File: src/source/pod_pkg.sv
`default_nettype none

package pod_pkg;

  // field widths
  localparam int COORD_W = 4;
  localparam int ADDR_W  = 4;
  localparam int DATA_W  = 32;

  typedef logic [COORD_W-1:0] coord_t;
  typedef logic [ADDR_W-1:0]  addr_t;
  typedef logic [DATA_W-1:0]  data_t;

  typedef enum logic {
    OP_STORE = 1'b0,
    OP_LOAD  = 1'b1
  } pod_op_e;

  // request travelling south
  typedef struct packed {
    pod_op_e op;
    coord_t  dest_y;
    addr_t   addr;
    data_t   data;
  } pod_pkt_s;

  // load response travelling north
  typedef struct packed {
    coord_t src_y;
    addr_t  addr;
    data_t  data;
  } pod_rsp_s;

  // serial tag bus, one bit per cycle
  typedef struct packed {
    logic valid;
    logic data;
  } pod_tag_s;

  // reset bit first, then origin_y lsb first
  localparam int TAG_PAYLOAD_W = 1 + COORD_W;

  typedef enum logic [1:0] {
    TAG_IDLE   = 2'd0,
    TAG_SHIFT  = 2'd1,
    TAG_COMMIT = 2'd2
  } tag_state_e;

endpackage

`default_nettype wire
File: src/source/pod_top.sv
`timescale 1ns/1ps
`default_nettype none

module pod_top #(
  parameter int NUM_TILES_X_P = 2,
  parameter int NUM_TILES_Y_P = 3,
  parameter int RESET_DEPTH_P = 3,
  parameter int DMEM_WORDS_P  = 16
) (
  input  logic              clk_i,
  input  logic              arst_n_i,
  input  pod_pkg::pod_tag_s tag_i,
  input  logic              req_valid_i       [NUM_TILES_X_P],
  input  pod_pkg::pod_pkt_s req_i             [NUM_TILES_X_P],
  output logic              req_ready_o       [NUM_TILES_X_P],
  output logic              rsp_valid_o       [NUM_TILES_X_P],
  output pod_pkg::pod_rsp_s rsp_o             [NUM_TILES_X_P],
  input  logic              rsp_ready_i       [NUM_TILES_X_P],
  output logic              south_req_valid_o [NUM_TILES_X_P],
  output pod_pkg::pod_pkt_s south_req_o       [NUM_TILES_X_P],
  input  logic              south_req_ready_i [NUM_TILES_X_P]
);

  import pod_pkg::*;

  logic   pod_reset;
  coord_t origin_y;

  pod_tag_client #(.RESET_DEPTH_P(RESET_DEPTH_P)) tag_client (
    .clk_i     (clk_i),
    .arst_n_i  (arst_n_i),
    .tag_i     (tag_i),
    .reset_o   (pod_reset),
    .origin_y_o(origin_y)
  );

  // _li enters a tile, _lo leaves it
  logic     reset_li   [NUM_TILES_Y_P][NUM_TILES_X_P];
  logic     reset_lo   [NUM_TILES_Y_P][NUM_TILES_X_P];
  coord_t   y_li       [NUM_TILES_Y_P][NUM_TILES_X_P];
  coord_t   y_lo       [NUM_TILES_Y_P][NUM_TILES_X_P];
  logic     req_vld_li [NUM_TILES_Y_P][NUM_TILES_X_P];
  logic     req_vld_lo [NUM_TILES_Y_P][NUM_TILES_X_P];
  pod_pkt_s req_li     [NUM_TILES_Y_P][NUM_TILES_X_P];
  pod_pkt_s req_lo     [NUM_TILES_Y_P][NUM_TILES_X_P];
  logic     req_rdy_li [NUM_TILES_Y_P][NUM_TILES_X_P];
  logic     req_rdy_lo [NUM_TILES_Y_P][NUM_TILES_X_P];
  logic     rsp_vld_li [NUM_TILES_Y_P][NUM_TILES_X_P];
  logic     rsp_vld_lo [NUM_TILES_Y_P][NUM_TILES_X_P];
  pod_rsp_s rsp_li     [NUM_TILES_Y_P][NUM_TILES_X_P];
  pod_rsp_s rsp_lo     [NUM_TILES_Y_P][NUM_TILES_X_P];
  logic     rsp_rdy_li [NUM_TILES_Y_P][NUM_TILES_X_P];
  logic     rsp_rdy_lo [NUM_TILES_Y_P][NUM_TILES_X_P];

  for (genvar y = 0; y < NUM_TILES_Y_P; y++) begin : g_row
    for (genvar x = 0; x < NUM_TILES_X_P; x++) begin : g_col
      pod_tile #(.DMEM_WORDS_P(DMEM_WORDS_P)) tile (
        .clk_i      (clk_i),
        .arst_n_i   (arst_n_i),
        .reset_i    (reset_li[y][x]),
        .reset_o    (reset_lo[y][x]),
        .y_i        (y_li[y][x]),
        .y_o        (y_lo[y][x]),
        .req_valid_i(req_vld_li[y][x]),
        .req_i      (req_li[y][x]),
        .req_ready_o(req_rdy_lo[y][x]),
        .req_valid_o(req_vld_lo[y][x]),
        .req_o      (req_lo[y][x]),
        .req_ready_i(req_rdy_li[y][x]),
        .rsp_valid_i(rsp_vld_li[y][x]),
        .rsp_i      (rsp_li[y][x]),
        .rsp_ready_o(rsp_rdy_lo[y][x]),
        .rsp_valid_o(rsp_vld_lo[y][x]),
        .rsp_o      (rsp_lo[y][x]),
        .rsp_ready_i(rsp_rdy_li[y][x])
      );

      // north side
      if (y == 0) begin : g_north_edge
        assign reset_li[y][x]   = pod_reset;
        assign y_li[y][x]       = origin_y;
        assign req_vld_li[y][x] = req_valid_i[x];
        assign req_li[y][x]     = req_i[x];
        assign req_ready_o[x]   = req_rdy_lo[y][x];
        assign rsp_valid_o[x]   = rsp_vld_lo[y][x];
        assign rsp_o[x]         = rsp_lo[y][x];
        assign rsp_rdy_li[y][x] = rsp_ready_i[x];
      end else begin : g_north_tile
        assign reset_li[y][x]   = reset_lo[y-1][x];
        assign y_li[y][x]       = y_lo[y-1][x];
        assign req_vld_li[y][x] = req_vld_lo[y-1][x];
        assign req_li[y][x]     = req_lo[y-1][x];
        assign rsp_rdy_li[y][x] = rsp_rdy_lo[y-1][x];
      end

      // south side, bottom row has no response source
      if (y == NUM_TILES_Y_P - 1) begin : g_south_edge
        assign south_req_valid_o[x] = req_vld_lo[y][x];
        assign south_req_o[x]       = req_lo[y][x];
        assign req_rdy_li[y][x]     = south_req_ready_i[x];
        assign rsp_vld_li[y][x]     = 1'b0;
        assign rsp_li[y][x]         = '0;
      end else begin : g_south_tile
        assign req_rdy_li[y][x] = req_rdy_lo[y+1][x];
        assign rsp_vld_li[y][x] = rsp_vld_lo[y+1][x];
        assign rsp_li[y][x]     = rsp_lo[y+1][x];
      end
    end
  end

endmodule

`default_nettype wire

File: src/source/pod_tile.sv
`timescale 1ns/1ps
`default_nettype none

module pod_tile #(
  parameter int DMEM_WORDS_P = 16
) (
  input  logic              clk_i,
  input  logic              arst_n_i,
  input  logic              reset_i,
  output logic              reset_o,
  input  pod_pkg::coord_t   y_i,
  output pod_pkg::coord_t   y_o,
  input  logic              req_valid_i,
  input  pod_pkg::pod_pkt_s req_i,
  output logic              req_ready_o,
  output logic              req_valid_o,
  output pod_pkg::pod_pkt_s req_o,
  input  logic              req_ready_i,
  input  logic              rsp_valid_i,
  input  pod_pkg::pod_rsp_s rsp_i,
  output logic              rsp_ready_o,
  output logic              rsp_valid_o,
  output pod_pkg::pod_rsp_s rsp_o,
  input  logic              rsp_ready_i
);

  import pod_pkg::*;

  if (DMEM_WORDS_P > 2 ** ADDR_W) begin : g_dmem_check
    $error("DMEM_WORDS_P exceeds the address range");
  end

  logic     reset_r;
  coord_t   y_r;
  logic     req_fifo_ready;
  logic     head_valid;
  pod_pkt_s head;
  logic     head_local;
  logic     head_pop;
  logic     store_pop;
  logic     load_pop;
  logic     fwd_pop;
  logic     sreq_vld_r;
  pod_pkt_s sreq_r;
  logic     sreq_free;
  data_t    dmem_r [DMEM_WORDS_P];
  logic     lrsp_vld_r;
  pod_rsp_s lrsp_r;
  logic     rsp_fifo_ready;
  logic     srsp_valid;
  pod_rsp_s srsp;
  logic     srsp_pop;
  logic     sel_local;
  logic     hold_south_r;

  // reset and row coordinate hand-down
  always_ff @(posedge clk_i or negedge arst_n_i) begin
    if (!arst_n_i) begin
      reset_r <= 1'b1;
      y_r     <= '0;
    end else begin
      reset_r <= reset_i;
      y_r     <= y_i;
    end
  end

  assign reset_o = reset_r;
  assign y_o     = y_r + coord_t'(1);

  pod_link_fifo #(.T_P(pod_pkt_s)) req_fifo (
    .clk_i   (clk_i),
    .arst_n_i(arst_n_i),
    .valid_i (req_valid_i && !reset_r),
    .data_i  (req_i),
    .ready_o (req_fifo_ready),
    .valid_o (head_valid),
    .data_o  (head),
    .ready_i (head_pop)
  );

  assign req_ready_o = req_fifo_ready && !reset_r;

  // head decode
  assign head_local = (head.dest_y == y_r);
  assign sreq_free  = !sreq_vld_r || req_ready_i;
  assign store_pop  = head_valid && !reset_r && head_local && (head.op == OP_STORE);
  assign load_pop   = head_valid && !reset_r && head_local && (head.op == OP_LOAD)
                      && !lrsp_vld_r;
  assign fwd_pop    = head_valid && !reset_r && !head_local && sreq_free;
  assign head_pop   = store_pop || load_pop || fwd_pop;

  always_ff @(posedge clk_i or negedge arst_n_i) begin
    if (!arst_n_i) begin
      sreq_vld_r   <= 1'b0;
      lrsp_vld_r   <= 1'b0;
      hold_south_r <= 1'b0;
    end else if (reset_r) begin
      sreq_vld_r   <= 1'b0;
      lrsp_vld_r   <= 1'b0;
      hold_south_r <= 1'b0;
    end else begin
      if (fwd_pop) begin
        sreq_vld_r <= 1'b1;
      end else if (req_ready_i) begin
        sreq_vld_r <= 1'b0;
      end
      if (load_pop) begin
        lrsp_vld_r <= 1'b1;
      end else if (rsp_ready_i && sel_local) begin
        lrsp_vld_r <= 1'b0;
      end
      // keep offering a south response once it is on the port
      hold_south_r <= srsp_valid && !sel_local && !rsp_ready_i;
    end
  end

  always_ff @(posedge clk_i) begin
    if (fwd_pop) begin
      sreq_r <= head;
    end
    if (store_pop) begin
      dmem_r[head.addr] <= head.data;
    end
    if (load_pop) begin
      lrsp_r.src_y <= y_r;
      lrsp_r.addr  <= head.addr;
      lrsp_r.data  <= dmem_r[head.addr];
    end
  end

  assign req_valid_o = sreq_vld_r && !reset_r;
  assign req_o       = sreq_r;

  pod_link_fifo #(.T_P(pod_rsp_s)) rsp_fifo (
    .clk_i   (clk_i),
    .arst_n_i(arst_n_i),
    .valid_i (rsp_valid_i && !reset_r),
    .data_i  (rsp_i),
    .ready_o (rsp_fifo_ready),
    .valid_o (srsp_valid),
    .data_o  (srsp),
    .ready_i (srsp_pop)
  );

  assign rsp_ready_o = rsp_fifo_ready && !reset_r;

  // local response first
  assign sel_local   = lrsp_vld_r && !hold_south_r;
  assign rsp_valid_o = !reset_r && (lrsp_vld_r || srsp_valid);
  assign rsp_o       = sel_local ? lrsp_r : srsp;
  assign srsp_pop    = rsp_ready_i && !reset_r && !sel_local && srsp_valid;

  // an offered response holds until it is taken
  a_rsp_hold: assert property (
    @(posedge clk_i) disable iff (!arst_n_i)
    (rsp_valid_o && !rsp_ready_i && !reset_i) |=> (rsp_valid_o && $stable(rsp_o))
  );

endmodule

`default_nettype wire

File: src/source/pod_link_fifo.sv
`timescale 1ns/1ps
`default_nettype none

module pod_link_fifo #(
  parameter type T_P = logic
) (
  input  logic clk_i,
  input  logic arst_n_i,
  input  logic valid_i,
  input  T_P   data_i,
  output logic ready_o,
  output logic valid_o,
  output T_P   data_o,
  input  logic ready_i
);

  T_P         mem_r [2];
  logic       wr_ptr_r;
  logic       rd_ptr_r;
  logic [1:0] count_r;
  logic [1:0] count_n;
  logic       ready_r;
  logic       push;
  logic       pop;

  assign push = valid_i && ready_r;
  assign pop  = valid_o && ready_i;

  always_comb begin
    count_n = count_r;
    if (push && !pop) begin
      count_n = count_r + 2'd1;
    end else if (pop && !push) begin
      count_n = count_r - 2'd1;
    end
  end

  always_ff @(posedge clk_i or negedge arst_n_i) begin
    if (!arst_n_i) begin
      wr_ptr_r <= 1'b0;
      rd_ptr_r <= 1'b0;
      count_r  <= '0;
      ready_r  <= 1'b1;
    end else begin
      wr_ptr_r <= wr_ptr_r ^ push;
      rd_ptr_r <= rd_ptr_r ^ pop;
      count_r  <= count_n;
      ready_r  <= (count_n != 2'd2);
    end
  end

  always_ff @(posedge clk_i) begin
    if (push) begin
      mem_r[wr_ptr_r] <= data_i;
    end
  end

  assign ready_o = ready_r;
  assign valid_o = (count_r != 2'd0);
  assign data_o  = mem_r[rd_ptr_r];

  // full means both pointers on the same occupied entry
  a_no_push_full: assert property (
    @(posedge clk_i) disable iff (!arst_n_i)
    push |-> !(valid_o && (wr_ptr_r == rd_ptr_r))
  );

endmodule

`default_nettype wire

File: src/source/pod_tag_client.sv
`timescale 1ns/1ps
`default_nettype none

module pod_tag_client #(
  parameter int RESET_DEPTH_P = 3
) (
  input  logic              clk_i,
  input  logic              arst_n_i,
  input  pod_pkg::pod_tag_s tag_i,
  output logic              reset_o,
  output pod_pkg::coord_t   origin_y_o
);

  import pod_pkg::*;

  localparam int CNT_W = $clog2(TAG_PAYLOAD_W);

  tag_state_e               state_r;
  tag_state_e               state_n;
  logic [CNT_W-1:0]         cnt_r;
  logic [TAG_PAYLOAD_W-1:0] shift_r;
  logic [TAG_PAYLOAD_W-1:0] payload_r;
  logic [RESET_DEPTH_P-1:0] rst_pipe_r;
  logic                     last_bit;

  assign last_bit = tag_i.valid && (cnt_r == CNT_W'(TAG_PAYLOAD_W - 1));

  always_comb begin
    state_n = state_r;
    case (state_r)
      TAG_IDLE: begin
        if (tag_i.valid && tag_i.data) begin
          state_n = TAG_SHIFT;
        end
      end
      TAG_SHIFT: begin
        if (last_bit) begin
          state_n = TAG_COMMIT;
        end
      end
      default: state_n = TAG_IDLE;
    endcase
  end

  always_ff @(posedge clk_i or negedge arst_n_i) begin
    if (!arst_n_i) begin
      state_r <= TAG_IDLE;
      cnt_r   <= '0;
    end else begin
      state_r <= state_n;
      if (state_r == TAG_IDLE) begin
        cnt_r <= '0;
      end else if (state_r == TAG_SHIFT && tag_i.valid) begin
        cnt_r <= cnt_r + 1'b1;
      end
    end
  end

  // payload shifts in from the top, first bit ends in bit 0
  always_ff @(posedge clk_i) begin
    if (state_r == TAG_SHIFT && tag_i.valid) begin
      shift_r <= {tag_i.data, shift_r[TAG_PAYLOAD_W-1:1]};
    end
  end

  always_ff @(posedge clk_i or negedge arst_n_i) begin
    if (!arst_n_i) begin
      payload_r  <= {COORD_W'(0), 1'b1};
      rst_pipe_r <= '1;
    end else begin
      if (state_r == TAG_COMMIT) begin
        payload_r <= shift_r;
      end
      rst_pipe_r <= (rst_pipe_r << 1) | RESET_DEPTH_P'(payload_r[0]);
    end
  end

  assign reset_o    = rst_pipe_r[RESET_DEPTH_P-1];
  assign origin_y_o = payload_r[TAG_PAYLOAD_W-1:1];

  // reset only moves as the delayed image of a commit
  a_reset_after_commit: assert property (
    @(posedge clk_i) disable iff (!arst_n_i)
    $changed(reset_o) |-> $past(state_r == TAG_COMMIT, RESET_DEPTH_P + 1)
  );

endmodule

`default_nettype wire

File: config.mk
export PLATFORM = sky130hd
export DESIGN_NAME = pod_top
export DESIGN_NICKNAME = d
export VERILOG_FILES = /design/src/source/pod_pkg.sv /design/src/source/pod_top.sv /design/src/source/pod_tile.sv /design/src/source/pod_link_fifo.sv /design/src/source/pod_tag_client.sv
export SDC_FILE = /design/constraint.sdc
export NUM_CORES = 2
export LEC_CHECK = 0
export ABC_AREA = 1
export ABC_CLOCK_PERIOD_IN_PS = 3100
export BUFFER_PORTS_ARGS = -buffer_cell sky130_fd_sc_hd__buf_2
export CAP_MARGIN = 20
export CORE_UTILIZATION = 30
export CTS_CLUSTER_DIAMETER = 120
export DETAILED_ROUTE_END_ITERATION = 16
export PLACE_DENSITY = 0.46
export SYNTH_ARGS = -nofsm -noshare
export SYNTH_HDL_FRONTEND = slang
export SYNTH_SLANG_ARGS = --single-unit
File: constraint.sdc
create_clock -name clk_i -period 3.1 [get_ports clk_i]
set_input_delay 0.155 -clock clk_i [delete_from_list [all_inputs] [get_ports clk_i]]
set_output_delay 0.155 -clock clk_i [all_outputs]
set_load 0.02 [all_outputs]
==> results.cfg <==
[setup_path]
crit_type = flip-flop to primary output
crit_arrival_ps = 2910
worst_setup_path_start_kind = flip-flop
cpPeakStageDelay_ps = 510
cp_data_required_time_ps = 2940
critical_path.endpoint_type = primary output
path_cells = inv_1 > nand2_8 > buf_4 > a31oi_1 > buf_2
critical_path_top_delay_cell = sky130_fd_sc_hd__a31oi_1
critical_path_peak_fanout = 35

[power_and_ir_drop]
power_switching_share = 0.378
worst_ir_drop_on_vdd_mv = 0.926
clock_power_share = 0.251
switchingPower_mw = 82.9
design_power_total_mw = 219
p_seq_frac = 0.408
power_density_nw_per_um2 = 1110
p_int_mw = 137
power.share.combinational = 0.342
power.static_leakage_nw = 67.4

[cells_and_area]
sequential_cell_area_um2 = 134000
finish.instance_area_um2 = 198000
multi_input_comb_area_um2 = 28700
finish.net_count = 11700
layout.filler_cells = 51400
fin_util = 0.361
ratio_of_cells_with_drive_above_1_in_the_final_layout = 0.148
flow.area_growth_from_synthesis_pct = 19.8

[global_route]
grt_remaining_overflow = 0
grt_use_total = 0.171
antenna_violations_before_repair = 27
grt_pass1_wl_um = 693000
maximum_number_of_pins_on_one_net_before_global_route_repair = 124
first_global_vias = 95600

[floorplanning]
die_area_um2 = 553000
design.portCount = 260
die-width_um = 744
coreArea_um2 = 548000
die_height_um = 744
row_count = 272
initial_core_util = 0.301

[place]
dp_hpwl_um = 309000
place_area_um2 = 181000
final_weighted_congestion_of_routability_driven_global_placement = 0.834
portBuffers = 259

[route]
final_antenna_net_count = 0
avgRoutedWirePerCell_um = 25.4
drc_violations = 0
vias_per_cell = 4.94
drt-pass1-iter-count = 6
wl_um = 487000
num_vias = 94800
drt_iter0_drc = 8002

[clocking]
cts.repair_timing.setup_buffer_count = 0
cts_tree = built
cts_root_buf = sky130_fd_sc_hd__clkbuf_16
clock_latency_ps = 1030
path_clk_slew_ps = 60
clock_path_buffers = 4
tritoncts.num_buffers = 466
cts_max_level = 5
cts_num_sinks = 4475

[yosys]
synth-seq-area-share = 0.811
netlist.area_leader.share = 0.796
synth_enable_flop_cells = 4375
synth_top_area_cells = sky130_fd_sc_hd__edfxtp_1, sky130_fd_sc_hd__a22oi_1, sky130_fd_sc_hd__nand2_1
syn_nets = 10800
synth_seq_cells = 4475
synth_cell_types = 36
async_flop_share = 0.0223
synthesis.area_um2 = 165000
synth.yosys.warnings = 0
synth_area_per_cell_um2 = 15.5
number_of_cells_produced_by_synthesis = 10600
yosysTopAreaCell = sky130_fd_sc_hd__edfxtp_1
synth-main-ff-cell = sky130_fd_sc_hd__edfxtp_1

[timing]
worst_clock_skew_ps = 103
finalHoldWorstSlack_ps = 94.3
worstMarginPinSlew_ps = 1090
report.final.hold_viol_count = 0
final_period_minus_worst_setup_slack_ps = 3060
grt_setup_unrepaired = true
max_slew_margin = 0.271
finalSetupViolations = 0
max_freq_mhz = 327
finalMaxSlewViolations = 0
final_min_period_over_clock_period = 0.988

[outcome]
status = finished clean

[hold_path]
worstHoldPathType = input pin to flip-flop

[job]
timing.max_cap.violations = 0
[per-stage QoR]
step / setup slack (ps) / instances / TNS [ps]
global route: -31.6 / 19200 / -501
detailed placement: 203 / 18100 / 0
CTS: 10.2 / 19200 / 0
global placement: 162 / 18100 / 0
floorplan: -119 / 10600 / -180620
finish: 38.1 / 19200 / 0
[layout by cell type, fill, tap and decap left out, types with 24 or more instances in the layout]
cell type / n
sky130_fd_sc_hd__clkinv_1: 105
sky130_fd_sc_hd__edfxtp_1: 4375
sky130_fd_sc_hd__buf_2: 258
sky130_fd_sc_hd__bufinv_16: 40
sky130_fd_sc_hd__dlygate4sd3_1: 178
sky130_fd_sc_hd__a21oi_1: 172
sky130_fd_sc_hd__nor2_1: 213
sky130_fd_sc_hd__o21ai_0: 24
sky130_fd_sc_hd__buf_12: 224
sky130_fd_sc_hd__buf_4: 339
sky130_fd_sc_hd__a31oi_1: 63
sky130_fd_sc_hd__nand4_1: 203
sky130_fd_sc_hd__clkbuf_1: 91
sky130_fd_sc_hd__inv_1: 184
sky130_fd_sc_hd__dfrtp_1: 78
sky130_fd_sc_hd__clkbuf_16: 469
sky130_fd_sc_hd__nand3_1: 466
sky130_fd_sc_hd__nor2_4: 118
sky130_fd_sc_hd__nand2_1: 2528
sky130_fd_sc_hd__a22oi_1: 1408
sky130_fd_sc_hd__clkinv_2: 107
[sequential cells by signal, indices dropped and copies added (netlist names), 6 cells and up]
signal / flops
g_row.g_col.tile.lrsp_r: 240
g_row.g_col.tile.req_fifo.rd_ptr_r: 6
g_row.g_col.tile.y_r: 12
g_row.g_col.tile.dmem_r: 3072
g_row.g_col.tile.req_fifo.ready_o: 6
g_row.g_col.tile.req_fifo.count_r: 12
g_row.g_col.tile.hold_south_r: 6
g_row.g_col.tile.rsp_fifo.mem_r: 320
g_row.g_col.tile.rsp_fifo.count_r: 12
g_row.g_col.tile.lrsp_vld_r: 6
g_row.g_col.tile.req_o: 246
g_row.g_col.tile.sreq_vld_r: 6
g_row.g_col.tile.req_fifo.mem_r: 492
g_row.g_col.tile.req_fifo.wr_ptr_r: 6
[layout make-up]
cell class / instances / area share
inverters: 228 / 0.00450
well taps: 7261 / 0.0459
multi-input cells: 5353 / 0.145
clock buffers: 566 / 0.0615
diodes: 9 / 0.000114
flip-flops and latches: 4475 / 0.677
repair buffers: 1003 / 0.0514
clock inverters: 297 / 0.0146
[critical path: cells and delay by family, from the launching register on]
family	cells	cell delay, ps
DFF	1	360
and+or+nand+nor	1	230
AOI/OAI and AO/OA	1	510
buffers and inverters	3	770
[cells by family after synthesis]
group | count (synthesis) | synth area share
simple gates | 3577 | 0.0889
xor+xnor | 21 | 0.00111
flops | 4475 | 0.811
buf+inv | 795 | 0.0215
mux | 5 | 0.000341
compound gates | 1714 | 0.0744
fa+ha+maj | 36 | 0.00273
[layer usage]
| metal | vias up | track usage | part of all wire |
|---|---|---|---|
| li1 | 42100 | - | - |
| met2 | 2482 | 0.298 | 0.50 |
| met4 | 0 | 0.0411 | 0.025 |
| met3 | 653 | 0.0191 | 0.044 |
| met1 | 49600 | 0.228 | 0.43 |
| met5 | - | 0 | 0 |
[synthesized netlist by cell type (5+ instances only)]
| library cell | n |
|---|---|
| sky130_fd_sc_hd__o21ai_0 | 24 |
| sky130_fd_sc_hd__ha_1 | 36 |
| sky130_fd_sc_hd__o211ai_1 | 6 |
| sky130_fd_sc_hd__buf_6 | 7 |
| sky130_fd_sc_hd__nor2_2 | 16 |
| sky130_fd_sc_hd__or2_0 | 5 |
| sky130_fd_sc_hd__nor2_1 | 328 |
| sky130_fd_sc_hd__dfrtp_1 | 83 |
| sky130_fd_sc_hd__buf_2 | 336 |
| sky130_fd_sc_hd__nand2_2 | 6 |
| sky130_fd_sc_hd__a31oi_1 | 80 |
| sky130_fd_sc_hd__inv_2 | 16 |
| sky130_fd_sc_hd__nand2_1 | 2530 |
| sky130_fd_sc_hd__buf_4 | 21 |
| sky130_fd_sc_hd__o21ai_1 | 5 |
| sky130_fd_sc_hd__or2_2 | 5 |
| sky130_fd_sc_hd__a21oi_1 | 172 |
| sky130_fd_sc_hd__inv_4 | 5 |
| sky130_fd_sc_hd__clkbuf_1 | 199 |
| sky130_fd_sc_hd__nand3_1 | 466 |
| sky130_fd_sc_hd__o21ai_2 | 19 |
| sky130_fd_sc_hd__dfstp_2 | 17 |
| sky130_fd_sc_hd__a22oi_1 | 1408 |
| sky130_fd_sc_hd__xor2_1 | 20 |
| sky130_fd_sc_hd__or2_1 | 9 |
| sky130_fd_sc_hd__nand4_1 | 203 |
| sky130_fd_sc_hd__mux2_2 | 5 |
| sky130_fd_sc_hd__inv_1 | 204 |
| sky130_fd_sc_hd__edfxtp_1 | 4375 |
[power groups by stage]
stage | Sequential, mW | Clock, mW | Combinational (mW)
4_1_cts | 89.8 | 56.2 | 76.6
6_report | 89.5 | 55.0 | 75.0
3_5_place_dp | 91.0 | 0 | 76.0
3_3_place_gp | 90.8 | 0 | 75.3
5_1_grt | 90.2 | 58.4 | 81.2
2_1_floorplan | 89.4 | 0 | 39.1
[worst paths after layout]
check / from / to / slack, ps / cells past startpoint
worst max register to register: g_row[0].g_col[0].tile.req_fifo.rd_ptr_r$_DFF_PN0_ / g_row[0].g_col[0].tile.dmem_r[1][31]$_DFFE_PP_ / 180 / 11
worst min register to register: tag_client.rst_pipe_r[2]$_DFF_PN1_ / g_row[0].g_col[1].tile.reset_o$_DFF_PN1_ / 350 / 0
worst max-delay path: g_row[0].g_col[0].tile.hold_south_r$_DFF_PN0_ / rsp_o[40] / 40 / 5
max in group asynchronous: arst_n_i / g_row[2].g_col[1].tile.req_fifo.rd_ptr_r$_DFF_PN0_ / 2100 / 4
min in group asynchronous: arst_n_i / g_row[0].g_col[1].tile.req_fifo.ready_o$_DFF_PN1_ / 490 / 3
worst min-delay path: rsp_ready_i[0] / g_row[0].g_col[1].tile.lrsp_vld_r$_DFFE_PN0P_ / 90 / 5
[timing repair]
action	CTS	global route
gates resized for setup	18	6
setup endpoints to repair	46	34
hold buffers	179	0
cloned	0	0
pin swaps	0	2
endpoints found under the hold margin	298	0
Note: power is estimated with default switching activity, not from simulation.
